--- config.mk ---
export PLATFORM = sky130hd
export DESIGN_NAME = spi_master
export DESIGN_NICKNAME = d
export VERILOG_FILES = /design/src/verilog/spi_pkg.sv /design/src/verilog/spi_sck_gen.sv /design/src/verilog/spi_shift_reg.sv /design/src/verilog/spi_frame_ctrl.sv /design/src/verilog/spi_master.sv
export SDC_FILE = /design/constraint.sdc
export NUM_CORES = 1
export LEC_CHECK = 0
export BUFFER_PORTS_ARGS = -buffer_cell sky130_fd_sc_hd__buf_2
export CAP_MARGIN = 20
export CORE_ASPECT_RATIO = 2
export CORE_MARGIN = 4
export CORE_UTILIZATION = 35
export CTS_BUF_LIST = sky130_fd_sc_hd__clkbuf_4 sky130_fd_sc_hd__clkbuf_8 sky130_fd_sc_hd__clkbuf_16
export CTS_CLUSTER_SIZE = 40
export DETAILED_ROUTE_END_ITERATION = 7
export GPL_TIMING_DRIVEN = 0
export MAX_ROUTING_LAYER = met4
export SETUP_SLACK_MARGIN = 0.15
export SYNTH_ARGS = -nofsm -noshare
export SYNTH_HDL_FRONTEND = slang
export SYNTH_SLANG_ARGS = --single-unit
--- constraint.sdc ---
create_clock -name GCLK -period 4 [get_ports GCLK]
set_input_delay 0.2 -clock GCLK [delete_from_list [all_inputs] [get_ports GCLK]]
set_output_delay 0.2 -clock GCLK [all_outputs]
set_load 0.005 [all_outputs]
--- src/verilog/spi_pkg.sv ---
`default_nettype none

package spi_pkg;

    ////////////////////////////////
    // widths

    localparam int DATA_W    = 32;
    localparam int BIT_CNT_W = 7;    // counts up to 2 x DATA_W sck edges
    localparam int DIV_W     = 6;    // half-period counter
    localparam int GAP_W     = 8;    // cs to sck and sck to cs delays

    ////////////////////////////////
    // encodings

    typedef enum logic [1:0] {
        ST_IDLE,
        ST_SETUP,    // cs low, waiting before the first sck edge
        ST_SHIFT,
        ST_HOLD      // sck parked, waiting before cs goes high
    } frame_state_e;

    typedef enum logic [1:0] {WL_32, WL_16, WL_8, WL_4} word_len_e;

    typedef enum logic [1:0] {RATE_128, RATE_64, RATE_32, RATE_16} sck_rate_e;

    // bits per frame for a length code
    function automatic logic [BIT_CNT_W-1:0] word_bits(word_len_e len);
        case (len)
            WL_16:   return 7'd16;
            WL_8:    return 7'd8;
            WL_4:    return 7'd4;
            default: return 7'd32;
        endcase
    endfunction

    // gclk cycles per sck half period
    function automatic logic [DIV_W:0] half_period(sck_rate_e rate);
        case (rate)
            RATE_64: return 7'd32;
            RATE_32: return 7'd16;
            RATE_16: return 7'd8;
            default: return 7'd64;
        endcase
    endfunction

endpackage

`default_nettype wire

--- src/verilog/spi_sck_gen.sv ---
`timescale 1ns/1ps
`default_nettype none

module spi_sck_gen (
    input  wire logic               GCLK,
    input  wire logic               NRST,
    input  wire logic               run_i,
    input  wire logic               cpol_i,
    input  wire logic               cpha_i,
    input  wire spi_pkg::sck_rate_e rate_i,
    output logic                    sck_o,
    output logic                    sample_stb_o,
    output logic                    shift_stb_o,
    output logic                    edge_stb_o
);

    logic [spi_pkg::DIV_W:0]   hp_cycles;
    logic [spi_pkg::DIV_W-1:0] div_last;
    logic [spi_pkg::DIV_W-1:0] div_cnt;
    logic                      toggle;
    logic                      leading;

    assign hp_cycles = spi_pkg::half_period(rate_i);
    assign div_last  = hp_cycles[spi_pkg::DIV_W-1:0] - 1'b1;    // 64 wraps to 63

    ////////////////////////////////
    // divider and sck

    always_ff @(posedge GCLK) begin
        if (!NRST) begin
            div_cnt <= '0;
            sck_o   <= 1'b0;
        end else if (!run_i) begin
            div_cnt <= '0;
            sck_o   <= cpol_i;          // park at idle level
        end else if (toggle) begin
            div_cnt <= '0;
            sck_o   <= ~sck_o;
        end else begin
            div_cnt <= div_cnt + 1'b1;
        end
    end

    ////////////////////////////////
    // edge strobes

    // strobes are high in the cycle before the gclk edge that flips sck,
    // so every register acting on them moves together with sck
    assign toggle  = run_i && (div_cnt == div_last);
    assign leading = (sck_o == cpol_i);    // leaving the idle level

    // cpha 0 samples on the leading edge, cpha 1 on the trailing one
    assign sample_stb_o = toggle && (leading != cpha_i);
    assign shift_stb_o  = toggle && (leading == cpha_i);
    assign edge_stb_o   = toggle;

    // sck may only move while the frame controller lets it run
    a_sck_parked: assert property (@(posedge GCLK) disable iff (!NRST)
        !run_i |=> (sck_o == $past(cpol_i)));

endmodule

`default_nettype wire

--- src/verilog/spi_shift_reg.sv ---
`timescale 1ns/1ps
`default_nettype none

module spi_shift_reg (
    input  wire logic                       GCLK,
    input  wire logic                       NRST,
    input  wire logic                       load_stb_i,
    input  wire logic                       sample_stb_i,
    input  wire logic                       shift_stb_i,
    input  wire logic                       cpha_i,
    input  wire spi_pkg::word_len_e         len_i,
    input  wire logic [spi_pkg::DATA_W-1:0] tx_word_i,
    input  wire logic                       miso_i,
    output logic                            mosi_o,
    output logic [spi_pkg::DATA_W-1:0]      rx_word_o
);

    logic [spi_pkg::BIT_CNT_W-1:0] nbits;
    logic [spi_pkg::DATA_W-1:0]    tx_aligned;
    logic [spi_pkg::DATA_W-1:0]    rx_mask;
    logic [spi_pkg::DATA_W-1:0]    tx_q;
    logic [spi_pkg::DATA_W-1:0]    rx_q;
    logic [spi_pkg::DATA_W-1:0]    rx_nxt;

    assign nbits      = spi_pkg::word_bits(len_i);
    assign tx_aligned = tx_word_i << (spi_pkg::DATA_W - nbits);    // word msb at the top
    assign rx_mask    = {spi_pkg::DATA_W{1'b1}} >> (spi_pkg::DATA_W - nbits);

    ////////////////////////////////
    // transmit

    always_ff @(posedge GCLK) begin
        if (!NRST) begin
            mosi_o <= 1'b0;
        end else if (load_stb_i) begin
            if (!cpha_i) begin
                mosi_o <= tx_aligned[spi_pkg::DATA_W-1];    // first bit with cs
            end
        end else if (shift_stb_i) begin
            mosi_o <= tx_q[spi_pkg::DATA_W-1];
        end
    end

    always_ff @(posedge GCLK) begin
        if (load_stb_i) begin
            tx_q <= cpha_i ? tx_aligned : (tx_aligned << 1);
        end else if (shift_stb_i) begin
            tx_q <= tx_q << 1;
        end
    end

    ////////////////////////////////
    // receive

    always_comb begin
        rx_nxt = rx_q;
        if (load_stb_i) begin
            rx_nxt = '0;
        end else if (sample_stb_i) begin
            rx_nxt = {rx_q[spi_pkg::DATA_W-2:0], miso_i} & rx_mask;
        end
    end

    always_ff @(posedge GCLK) begin
        rx_q <= rx_nxt;
    end

    // next value, so a sample on the last sck edge is already visible
    assign rx_word_o = rx_nxt;

    a_stb_excl: assert property (@(posedge GCLK) disable iff (!NRST)
        !(sample_stb_i && shift_stb_i));

    // a word is only loaded while sck is parked
    a_load_quiet: assert property (@(posedge GCLK) disable iff (!NRST)
        load_stb_i |-> !(sample_stb_i || shift_stb_i));

endmodule

`default_nettype wire

--- src/verilog/spi_frame_ctrl.sv ---
`timescale 1ns/1ps
`default_nettype none

module spi_frame_ctrl (
    input  wire logic                       GCLK,
    input  wire logic                       NRST,
    input  wire logic                       start_i,
    input  wire spi_pkg::word_len_e         len_i,
    input  wire logic [spi_pkg::GAP_W-1:0]  cs_sck_i,
    input  wire logic [spi_pkg::GAP_W-1:0]  sck_cs_i,
    input  wire logic                       edge_stb_i,
    input  wire logic [spi_pkg::DATA_W-1:0] rx_word_i,
    output logic                            sck_run_o,
    output logic                            load_stb_o,
    output logic                            cs_o,
    output logic                            busy_o,
    output logic [spi_pkg::DATA_W-1:0]      miso_data_o
);

    spi_pkg::frame_state_e         state;
    logic                          start_d;
    logic                          start_pls;
    logic [spi_pkg::GAP_W-1:0]     gap_cnt;
    logic [spi_pkg::BIT_CNT_W-1:0] edge_cnt;
    logic [spi_pkg::BIT_CNT_W-1:0] edge_total;
    logic                          last_edge;
    logic                          setup_done;
    logic                          hold_done;
    logic                          frame_end;

    assign edge_total = spi_pkg::word_bits(len_i) << 1;    // two sck edges per bit
    assign last_edge  = edge_stb_i && (edge_cnt == edge_total - 1'b1);
    assign setup_done = (gap_cnt == cs_sck_i - 1'b1);
    assign hold_done  = (gap_cnt == sck_cs_i - 1'b1);

    assign sck_run_o  = (state == spi_pkg::ST_SHIFT);
    assign load_stb_o = (state == spi_pkg::ST_IDLE) && start_pls;
    assign frame_end  = ((state == spi_pkg::ST_SHIFT) && last_edge && (sck_cs_i == '0))
                     || ((state == spi_pkg::ST_HOLD) && hold_done);

    // start edge registered once more so cs falls one cycle after it is seen
    always_ff @(posedge GCLK) begin
        if (!NRST) begin
            start_d   <= 1'b0;
            start_pls <= 1'b0;
        end else begin
            start_d   <= start_i;
            start_pls <= start_i && !start_d;
        end
    end

    ////////////////////////////////
    // frame fsm

    always_ff @(posedge GCLK) begin
        if (!NRST) begin
            state    <= spi_pkg::ST_IDLE;
            gap_cnt  <= '0;
            edge_cnt <= '0;
        end else begin
            case (state)
                spi_pkg::ST_IDLE: begin
                    gap_cnt  <= '0;
                    edge_cnt <= '0;
                    if (start_pls) begin
                        state <= (cs_sck_i == '0) ? spi_pkg::ST_SHIFT : spi_pkg::ST_SETUP;
                    end
                end
                spi_pkg::ST_SETUP: begin
                    if (setup_done) begin
                        state <= spi_pkg::ST_SHIFT;
                    end else begin
                        gap_cnt <= gap_cnt + 1'b1;
                    end
                end
                spi_pkg::ST_SHIFT: begin
                    gap_cnt <= '0;
                    if (edge_stb_i) begin
                        edge_cnt <= edge_cnt + 1'b1;
                    end
                    if (last_edge) begin    // sck run drops with the last toggle
                        state <= (sck_cs_i == '0) ? spi_pkg::ST_IDLE : spi_pkg::ST_HOLD;
                    end
                end
                spi_pkg::ST_HOLD: begin
                    if (hold_done) begin
                        state <= spi_pkg::ST_IDLE;
                    end else begin
                        gap_cnt <= gap_cnt + 1'b1;
                    end
                end
                default: state <= spi_pkg::ST_IDLE;
            endcase
        end
    end

    ////////////////////////////////
    // chip select, busy and result

    always_ff @(posedge GCLK) begin
        if (!NRST) begin
            cs_o        <= 1'b1;
            busy_o      <= 1'b0;
            miso_data_o <= '0;
        end else if (load_stb_o) begin
            cs_o   <= 1'b0;
            busy_o <= 1'b1;
        end else if (frame_end) begin
            cs_o        <= 1'b1;
            busy_o      <= 1'b0;
            miso_data_o <= rx_word_i;    // held until the next frame ends
        end
    end

    a_cs_busy: assert property (@(posedge GCLK) disable iff (!NRST)
        cs_o == !busy_o);

endmodule

`default_nettype wire

--- src/verilog/spi_master.sv ---
`timescale 1ns/1ps
`default_nettype none

module spi_master (
    input  wire logic                       GCLK,
    input  wire logic                       NRST,
    input  wire logic                       start_i,
    input  wire logic [1:0]                 spi_mode_i,     // {cpol, cpha}
    input  wire logic [1:0]                 sck_speed_i,
    input  wire logic [1:0]                 word_len_i,
    input  wire logic [spi_pkg::GAP_W-1:0]  cs_sck_i,
    input  wire logic [spi_pkg::GAP_W-1:0]  sck_cs_i,
    input  wire logic [spi_pkg::DATA_W-1:0] mosi_data_i,
    input  wire logic                       miso_i,
    output wire logic                       busy_o,
    output wire logic [spi_pkg::DATA_W-1:0] miso_data_o,
    output wire logic                       mosi_o,
    output wire logic                       sclk_o,
    output wire logic                       cs_o
);

    wire logic                       sck_run;
    wire logic                       sample_stb;
    wire logic                       shift_stb;
    wire logic                       edge_stb;
    wire logic                       load_stb;
    wire logic [spi_pkg::DATA_W-1:0] rx_word;

    spi_sck_gen u_sck_gen (
        .GCLK         (GCLK),
        .NRST         (NRST),
        .run_i        (sck_run),
        .cpol_i       (spi_mode_i[1]),
        .cpha_i       (spi_mode_i[0]),
        .rate_i       (spi_pkg::sck_rate_e'(sck_speed_i)),
        .sck_o        (sclk_o),
        .sample_stb_o (sample_stb),
        .shift_stb_o  (shift_stb),
        .edge_stb_o   (edge_stb)
    );

    spi_shift_reg u_shift_reg (
        .GCLK         (GCLK),
        .NRST         (NRST),
        .load_stb_i   (load_stb),
        .sample_stb_i (sample_stb),
        .shift_stb_i  (shift_stb),
        .cpha_i       (spi_mode_i[0]),
        .len_i        (spi_pkg::word_len_e'(word_len_i)),
        .tx_word_i    (mosi_data_i),
        .miso_i       (miso_i),
        .mosi_o       (mosi_o),
        .rx_word_o    (rx_word)
    );

    spi_frame_ctrl u_frame_ctrl (
        .GCLK         (GCLK),
        .NRST         (NRST),
        .start_i      (start_i),
        .len_i        (spi_pkg::word_len_e'(word_len_i)),
        .cs_sck_i     (cs_sck_i),
        .sck_cs_i     (sck_cs_i),
        .edge_stb_i   (edge_stb),
        .rx_word_i    (rx_word),
        .sck_run_o    (sck_run),
        .load_stb_o   (load_stb),
        .cs_o         (cs_o),
        .busy_o       (busy_o),
        .miso_data_o  (miso_data_o)
    );

endmodule

`default_nettype wire

==> reports/metrics.cfg, run 1 <==
[logic_synthesis]
synth-edff-count = 32
syn_inst = 781
yosys.cell_types.count = 58
synth-seq-cells = 125
synth_area_um2 = 6760
synthArstFlopShare_pct = 0
synth_most_common_cell = nand2_1
synth_top_cells_by_area = dfxtp_1 (28%), edfxtp_1 (14%), mux2i_1 (9.5%)
yosys-top-cells-count = nand2_1 (129), dfxtp_1 (93), a21oi_1 (64), mux2i_1 (64), o21ai_0 (55)
synth_top_area_share_pct = 27.6
synth_area_leader_cell = dfxtp_1
ys_seq_area_share_pct = 41.8
synth_fp_nets = 846
syn_area_per_cell_um2 = 8.65
synth_ff_type = dfxtp_1
ys.warnings.count = 0

[timing]
setup_viol = 0
rsz0062_at_grt = false
min_period_ns = 2.91
max_freq_ghz = 0.344
setup_tns_ns = 0
maxSlewViolCount = 0
max-slew-margin-rel_pct = 47.8
hold_ws_ns = 0.123
hold_viol = 0
worst_pin_slew_ns = 0.782
min_period_over_period_pct = 72.7
fin_skew_ns = 0.00802
worst_slack_ns = 1.09

[worst_setup_path]
crit_path_end_kind = register
crit_arrival_ns = 3.08
critPathLaunchType = register
crit_required_ns = 4.17
r2r_slack_ns = 1.09
worstPathMaxFanout = 17
criticalPathCategory = reg -> reg

[global_routing]
antenna_found_initial = 0
overflow = 0
grt_start_max_net_pins = 18
grt_pass1_wl_mm = 30.7
track_usage_pct = 18.4
grt_pass1_vias = 6111

[drt]
route.detailed.drc = 0
wl_met1_mm = 7.33
num_vias = 6119
drtPass1Iterations = 5
drt_iter0_markers = 263
drt-total-wl_mm = 19.2
route.top_layer_used = met4
routed_via_density = 5.27
wl_met3_um = 690
wl_per_cell_um = 16.5
wl_met2_mm = 10.6
ant_nets = 0

[floorplanning]
rows = 71
die_w_um = 106
die-area_um2 = 21700
core-area_um2 = 18900
dieHeight_um = 204
start_util_pct = 35.7
ios = 94

[placed_design]
io_buffers = 92
placed_area_um2 = 7560
routabilityCongestion = 0.863
dp_hpwl_mm = 14.4
pre_cts_ws_ns = 1.08

[clock_tree]
ctsResizeCount = 0
hold_buffers = 1
cts_tree = yes
clk_pin_slew_worst_paths_ns = 0.05
htree_levels = 4
clkLatencyLatePin_ns = 0.42
cts.path.max_buffers = 2
post_cts_buffers = 0
cts_made_buffers = 17
cts_root_buf = clkbuf_16
clock_sinks = 125

[finish]
area_delta_synth_final_pct = 20.3
fillCellCount = 1939
seq_area_um2 = 2820
layout.nets = 959
antenna_cells = 0
layout-drive-gt1-share_pct = 20.1
final_area_um2 = 8130
multi_input_area_um2 = 3630

[power_and_ir_drop]
p_leak_nw = 3.43
vdd_drop_max_mv = 0.212
power_density_nw_per_um2 = 381
total_power_mw = 3.10

[status]
outcome = completed

[flow_run]
cap_violations = 0

[hold_path]
hold_path_class = in -> reg

[per-layer routing]
layer | up-vias | global-route usage (%)
met5 | - | -
met3 | 38 | 3.34
met1 | 2908 | 18.5
met2 | 157 | 34.1
li1 | 3016 | -
met4 | 0 | 8.15
[worst max-delay path: stages, from the launching register on]
cell	delay, ns
dfxtp_1	0.44
nor2_1	0.08
nand2_1	0.36
clkbuf_1	0.41
clkbuf_1	0.41
nand2_1	0.59
buf_16	0.37
[flip-flops by register name, indices dropped and copies added, names as in the netlist, 2 cells and up]
signal	flops
u_frame_ctrl.gap_cnt	8
u_shift_reg.tx_q	32
u_frame_ctrl.miso_data_o	32
u_shift_reg.rx_q	32
u_sck_gen.div_cnt	6
u_frame_ctrl.edge_cnt	7
u_frame_ctrl.state	2
[kinds of logic after synthesis]
logic type	after synthesis	synth area share, %
xor+xnor	27	3.50
buf+inv	67	4.44
flops	125	41.8
mux	68	10.8
fa+ha+maj	7	1.30
compound gates	173	15.7
simple gates	314	22.4
[report_power, final]
part           total, mW  switching [mW]  internal [mW]
Clock               1.43           0.568          0.860
Sequential          1.34          0.0102           1.33
Combinational      0.333           0.221          0.112
Total               3.10           0.799           2.30
[final cells by class]
| type | instances | share of cell area, % |
|---|---|---|
| Multi-Input combinational cell | 589 | 44.7 |
| Sequential cell | 125 | 34.7 |
| Timing Repair Buffer | 94 | 6.13 |
| Clock buffer | 23 | 6.02 |
| Tap cell | 255 | 3.93 |
| Buffer | 56 | 3.19 |
| Clock inverter | 9 | 0.770 |
| Inverter | 11 | 0.508 |
[through the flow]
stage                     utilization [%]  cells
final                                42.9   1162
after global routing                 42.9   1162
after CTS                            42.9   1162
after detailed placement             40.0   1129
after global placement               39.8   1128
after floorplan                         -    781
[cells in the final DEF, fill, tap and decap left out, types with 11 or more instances in the layout]
master       n
or2_2       32
nand3_1     15
clkbuf_1    41
buf_2       95
o21ai_0     55
xor2_1      14
nor3_1      41
o31ai_1     24
dfxtp_1     93
a21oi_1     64
inv_1       11
nand2_1    129
xnor2_1     13
nor2_1      47
mux2i_1     64
edfxtp_1    32
clkbuf_16   17
[final timing paths]
kind | endpoint | depth (start not counted) | startpoint
worst max-delay path | u_shift_reg.tx_q[28]$_DFFE_PP_ | 6 | u_frame_ctrl.state[1]$_SDFFE_PN0P_
worst min register to register | u_frame_ctrl.start_pls$_SDFF_PN0_ | 1 | u_frame_ctrl.start_d$_SDFF_PN0_
worst max register to register | u_shift_reg.tx_q[28]$_DFFE_PP_ | 6 | u_frame_ctrl.state[1]$_SDFFE_PN0P_
worst min-delay path | u_sck_gen.sck_o$_SDFFE_PN0P_ | 3 | spi_mode_i[1]
No activity file was read; power rests on OpenSTA's default activity.
==> inputs of run 2 (changes only) <==
Settings changed: ABC_AREA from default to 1.
Clock period 4 ns to 2.7 ns, I/O delays scaled along.
==> reports/metrics.cfg, run 2 <==
[status]
outcome = completed

[finish]
seq_area_um2 = 2820
final_area_um2 = 7880
reg.largest.list = u_frame_ctrl.miso_data_o x32, u_shift_reg.rx_q x32, u_shift_reg.tx_q x32
multi_input_area_um2 = 3030
antenna_cells = 0
layout-drive-gt1-share_pct = 18.7
layout.nets = 1092
layout_common_cells = nand2_1 (282), buf_2 (102), nand3_1 (101)
final_common_cell = nand2_1
area_delta_synth_final_pct = 20.9
fillCellCount = 1939

[worst_setup_path]
worstReg2RegEnd = u_shift_reg.tx_q[17]$_DFFE_PP_
slowest_stage = clkbuf_1
worstPathMaxFanout = 20
path_cells = clkbuf_1, nor2_1, nand2_1, clkbuf_1, nand2_4, buf_8
crit_path_end_kind = register
crit_arrival_ns = 2.48
r2r_slack_ns = 0.40
reg2regPathDepth = 6
reg2reg_from = u_frame_ctrl.state[0]$_SDFFE_PN0P_
cpPeakStageDelay_ns = 0.50
crit_required_ns = 2.87
critPathLaunchType = register
critical_path.most_common_cell = clkbuf_1
criticalPathCategory = reg -> reg
cp-endpoint = u_shift_reg.tx_q[17]$_DFFE_PP_
startpoint = u_frame_ctrl.state[0]$_SDFFE_PN0P_

[drt]
drt-total-wl_mm = 17.7
num_vias = 6148
wl_per_cell_um = 14.1
routed_via_density = 4.90
drt_iter0_markers = 232
ant_nets = 0
drtPass1Iterations = 4
route.detailed.drc = 0

[logic_synthesis]
synth_area_leader_cell = dfxtp_1
synth_area_um2 = 6520
ys.warnings.count = 0
yosys-top-cells-count = nand2_1 (283), nand3_1 (101), dfxtp_1 (93)
synth_fp_nets = 979
synth_most_common_cell = nand2_1
syn_inst = 914
synth_top_area_share_pct = 28.6
synth_top_cells_by_area = dfxtp_1 (29%), nand2_1 (16%), edfxtp_1 (15%)
syn_area_per_cell_um2 = 7.13
synth-seq-cells = 125
synth_ff_type = dfxtp_1
ys_seq_area_share_pct = 43.3
synth-edff-count = 32
synthArstFlopShare_pct = 0
yosys.cell_types.count = 38

[timing]
rsz0062_at_grt = false
hold_viol = 0
fin_skew_ns = 0.00823
worst_pin_slew_ns = 0.594
min_period_ns = 2.30
worst_slack_ns = 0.397
max_freq_ghz = 0.434
min_period_over_period_pct = 85.3
maxSlewViolCount = 0
max-slew-margin-rel_pct = 60.4
setup_viol = 0
setup_tns_ns = 0

[clock_tree]
post_cts_buffers = 0
cts_tree = yes
cts_root_buf = clkbuf_16
htree_levels = 4
clkLatencyLatePin_ns = 0.42
clock_sinks = 125
cts_made_buffers = 17
clk_pin_slew_worst_paths_ns = 0.06
cts.path.max_buffers = 2

[power_and_ir_drop]
p_leak_nw = 3.80
power_density_nw_per_um2 = 650
vdd_drop_max_mv = 0.293

[global_routing]
overflow = 0
grt_pass1_wl_mm = 29.0
grt_start_max_net_pins = 21
antenna_found_initial = 0
track_usage_pct = 17.8
grt_pass1_vias = 6020

[placed_design]
dp_hpwl_mm = 13.8
io_buffers = 92
placed_area_um2 = 7260
routabilityCongestion = 0.907
pre_cts_ws_ns = -0.133

[floorplanning]
die-area_um2 = 21000
start_util_pct = 35.6
dieHeight_um = 201
ios = 94
rows = 70
core-area_um2 = 18300
die_w_um = 105

[hold_path]
hold_path_class = in -> reg
min_from = spi_mode_i[1]

[flow_run]
cap_violations = 0

run 2: cell types whose count changed in the layout (fill, tap and decap cells not counted), moves of 35 or more:
cell / change
inv_2: +35
nand3_1: +86
a21oi_1: -44
mux2i_1: -64
inv_1: +73
nand2_1: +153
run 2: worst min path at each step:
stage               slack, ns                              end  cells past startpoint
finish                   0.02     u_sck_gen.sck_o$_SDFFE_PN0P_                      3
global route             0.03     u_sck_gen.sck_o$_SDFFE_PN0P_                      3
CTS                     0.005     u_sck_gen.sck_o$_SDFFE_PN0P_                      3
detailed placement       0.37  u_frame_ctrl.start_d$_SDFF_PN0_                      3
global placement         0.36  u_frame_ctrl.start_d$_SDFF_PN0_                      3
floorplan                0.25  u_frame_ctrl.start_d$_SDFF_PN0_                      2
run 2: cells by family after synthesis:
kind of cell    Yosys count  share of synthesized area, %
buf+inv                 159                          10.3
compound gates          119                          10.9
flops                   125                          43.3
simple gates            483                          31.3
xor+xnor                 21                          2.82
fa+ha+maj                 7                          1.34
run 2: repair_timing:
| action | 4_1_cts | 5_1_grt |
|---|---|---|
| setup endpoints to repair | 33 | 15 |
| resized for setup | 1 | 1 |
| cloned | 0 | 0 |
| hold buffers | 1 | 0 |
| endpoints found under the hold margin | 2 | 0 |
run 2: layout make-up:
| cell class | count | share of cell area (%) |
|---|---|---|
| Multi-Input combinational cell | 630 | 38.4 |
| Sequential cell | 125 | 35.8 |
| Clock buffer | 21 | 6.24 |
| Timing Repair Buffer | 94 | 6.16 |
| Inverter | 119 | 5.67 |
| Tap cell | 216 | 3.43 |
| Buffer | 40 | 2.87 |
| Clock inverter | 10 | 1.38 |
run 2: report_power, final:
part | switching [mW] | total (mW) | leakage [nW] | internal (mW)
Clock | 0.850 | 2.33 | 0.300 | 1.48
Sequential | 0.0386 | 2.08 | 1.05 | 2.04
Combinational | 0.485 | 0.720 | 2.46 | 0.235
Total | 1.37 | 5.12 | 3.80 | 3.75
run 2: through the flow:
step / hold slack, ns / total power, mW / instances / util, %
after floorplan: 0.251 / 2.59 / 914 / -
after global placement: 0.361 / 2.82 / 1222 / 39.6
after detailed placement: 0.366 / 2.84 / 1223 / 39.7
after CTS: 0.00490 / 5.17 / 1255 / 43.0
after global routing: 0.0290 / 5.35 / 1255 / 43.1
final: 0.0183 / 5.12 / 1255 / 43.1
run 2: per-layer routing:
metal | GRT usage [%] | up-vias | wire length (µm)
met5 | - | - | 0
met4 | 8.89 | 0 | 681
met3 | 3.60 | 38 | 715
met2 | 32.5 | 139 | 9510
met1 | 17.5 | 2800 | 6760
li1 | - | 3171 | -
run 2: critical path, delay by kind of cell, from the launching register on:
family,cells,cell delay [ns]
flops,1,0.30
buf+inv,3,1.05
simple gates,3,0.71
==> inputs of run 3 (changes only) <==
Settings changed: CORE_UTILIZATION 35 to 42.
==> reports/metrics.cfg, run 3 (same netlist as run 2, synthesis figures left out) <==
[finish]
antenna_cells = 0
layout_common_cells = nand2_1 (282), buf_2 (102), nand3_1 (101)
area_delta_synth_final_pct = 19.9
reg.largest.list = u_frame_ctrl.miso_data_o x32, u_shift_reg.rx_q x32, u_shift_reg.tx_q x32
finalNonFillerCells = 1238
layout-drive-gt1-share_pct = 18.8
final_common_cell = nand2_1
layout.nets = 1092

[placed_design]
dp_hpwl_mm = 13.5
dp_cells = 1205
routabilityCongestion = 0.916
pre_cts_ws_ns = -0.104
io_buffers = 92

[clock_tree]
clk_pin_slew_worst_paths_ns = 0.06
cts_tree = yes
clkLatencyLatePin_ns = 0.43
htree_levels = 4
cts_root_buf = clkbuf_16
clock_sinks = 125
cts_made_buffers = 17
cts.path.max_buffers = 2

[drt]
routed_via_density = 5.02
wl_per_cell_um = 14.0
drtPass1Iterations = 5
drt-total-wl_mm = 17.3
ant_nets = 0
route.detailed.drc = 0
num_vias = 6217
drt_iter0_markers = 224

[global_routing]
busiest_layer = met2
antenna_found_initial = 0
track_usage_pct = 21.5
overflow = 0
grt_pass1_vias = 6286
grt_pass1_wl_mm = 28.8
grt_start_max_net_pins = 20
use_met3_pct = 3.68
met2_usage_pct = 39.1
use_met1_pct = 21.1

[timing]
max_freq_ghz = 0.443
hold_ws_ns = 0.0266
worst_pin_slew_ns = 0.634
maxSlewViolCount = 0
min_period_ns = 2.26
rsz0062_at_grt = false
min_period_over_period_pct = 83.6
fin_skew_ns = 0.0143
setup_viol = 0
max-slew-margin-rel_pct = 57.7
hold_viol = 0
worst_slack_ns = 0.444
setup_tns_ns = 0

[floorplanning]
start_util_pct = 42.6
die-area_um2 = 17700
ios = 94
rows = 64
core-area_um2 = 15300
dieHeight_um = 184
die_w_um = 96.1

[status]
outcome = completed

[hold_path]
holdPathEnd = u_sck_gen.sck_o$_SDFFE_PN0P_
worstHoldPathCells = 3
hold_path_class = in -> reg
min_from = spi_mode_i[1]

[power_and_ir_drop]
power_density_nw_per_um2 = 634
vdd_drop_max_mv = 0.467
p_leak_nw = 3.78
total_power_mw = 4.96

[worst_setup_path]
r2r_slack_ns = 0.44
path_cells = clkbuf_1, nor2_1, nand2_1, clkbuf_2, nand2_2, buf_8
reg2regPathDepth = 6
slowest_stage = nand2_2
crit_arrival_ns = 2.38
crit_required_ns = 2.82
critPathLaunchType = register
crit_path_end_kind = register
worstReg2RegEnd = u_shift_reg.tx_q[10]$_DFFE_PP_
criticalPathCategory = reg -> reg
worstPathMaxFanout = 19
reg2reg_from = u_frame_ctrl.state[0]$_SDFFE_PN0P_
cpPeakStageDelay_ns = 0.42

[flow_run]
cap_violations = 0

run 3: per-layer routing:
metal,vias up,share of wire (%)
met1,2826,37
met5,-,0
met2,163,54
met4,0,4.0
met3,44,4.7
li1,3184,-
run 3: timing repair:
item                                   in CTS  in global routing
resized for setup                           1                  2
endpoints found under the hold margin       2                  0
setup endpoints to repair                  33                 15
pin swaps                                   0                  0
buffers inserted                            0                  0
hold buffers                                1                  0
run 3: area by class of cell:
cell class	instances	area, µm²
clock inverter	14	124
fill	1603	7480
timing repair buffer	94	485
inverter	119	447
clock buffer	18	439
tap	198	248
multi-input combinational	630	3030
sequential	125	2820
buffer	40	228
run 3: per-stage QoR:
step / area (µm²) / util [%]
floorplan: 6520 / -
global placement: 7230 / 47.3
detailed placement: 7240 / 47.3
CTS: 7820 / 51.1
global route: 7820 / 51.1
finish: 7820 / 51.1
run 3: worst max-delay path by stage:
stage	start	endpoint	slack (ns)	cells past startpoint
2_1_floorplan	u_sck_gen.div_cnt[0]$_SDFF_PP0_	u_shift_reg.tx_q[0]$_SDFFCE_PN0P_	0.49	9
3_3_place_gp	u_frame_ctrl.state[0]$_SDFFE_PN0P_	u_shift_reg.tx_q[6]$_DFFE_PP_	-0.35	5
3_5_place_dp	u_frame_ctrl.state[0]$_SDFFE_PN0P_	u_shift_reg.tx_q[7]$_DFFE_PP_	-0.10	6
4_1_cts	u_frame_ctrl.state[0]$_SDFFE_PN0P_	u_shift_reg.tx_q[7]$_DFFE_PP_	0.18	6
5_1_grt	u_frame_ctrl.state[0]$_SDFFE_PN0P_	u_shift_reg.tx_q[11]$_DFFE_PP_	0.27	6
6_report	u_frame_ctrl.state[0]$_SDFFE_PN0P_	u_shift_reg.tx_q[10]$_DFFE_PP_	0.44	6
run 3: worst max-delay path: cells and delay by family (launching register included):
kind	cells	cell delay (ns)
buf+inv	3	0.71
flops	1	0.29
simple gates	3	0.95
run 3: report_power, final:
part	switching, mW	internal (mW)
clock	0.938	1.23
combinational	0.480	0.235
sequential	0.0403	2.04
total	1.46	3.50
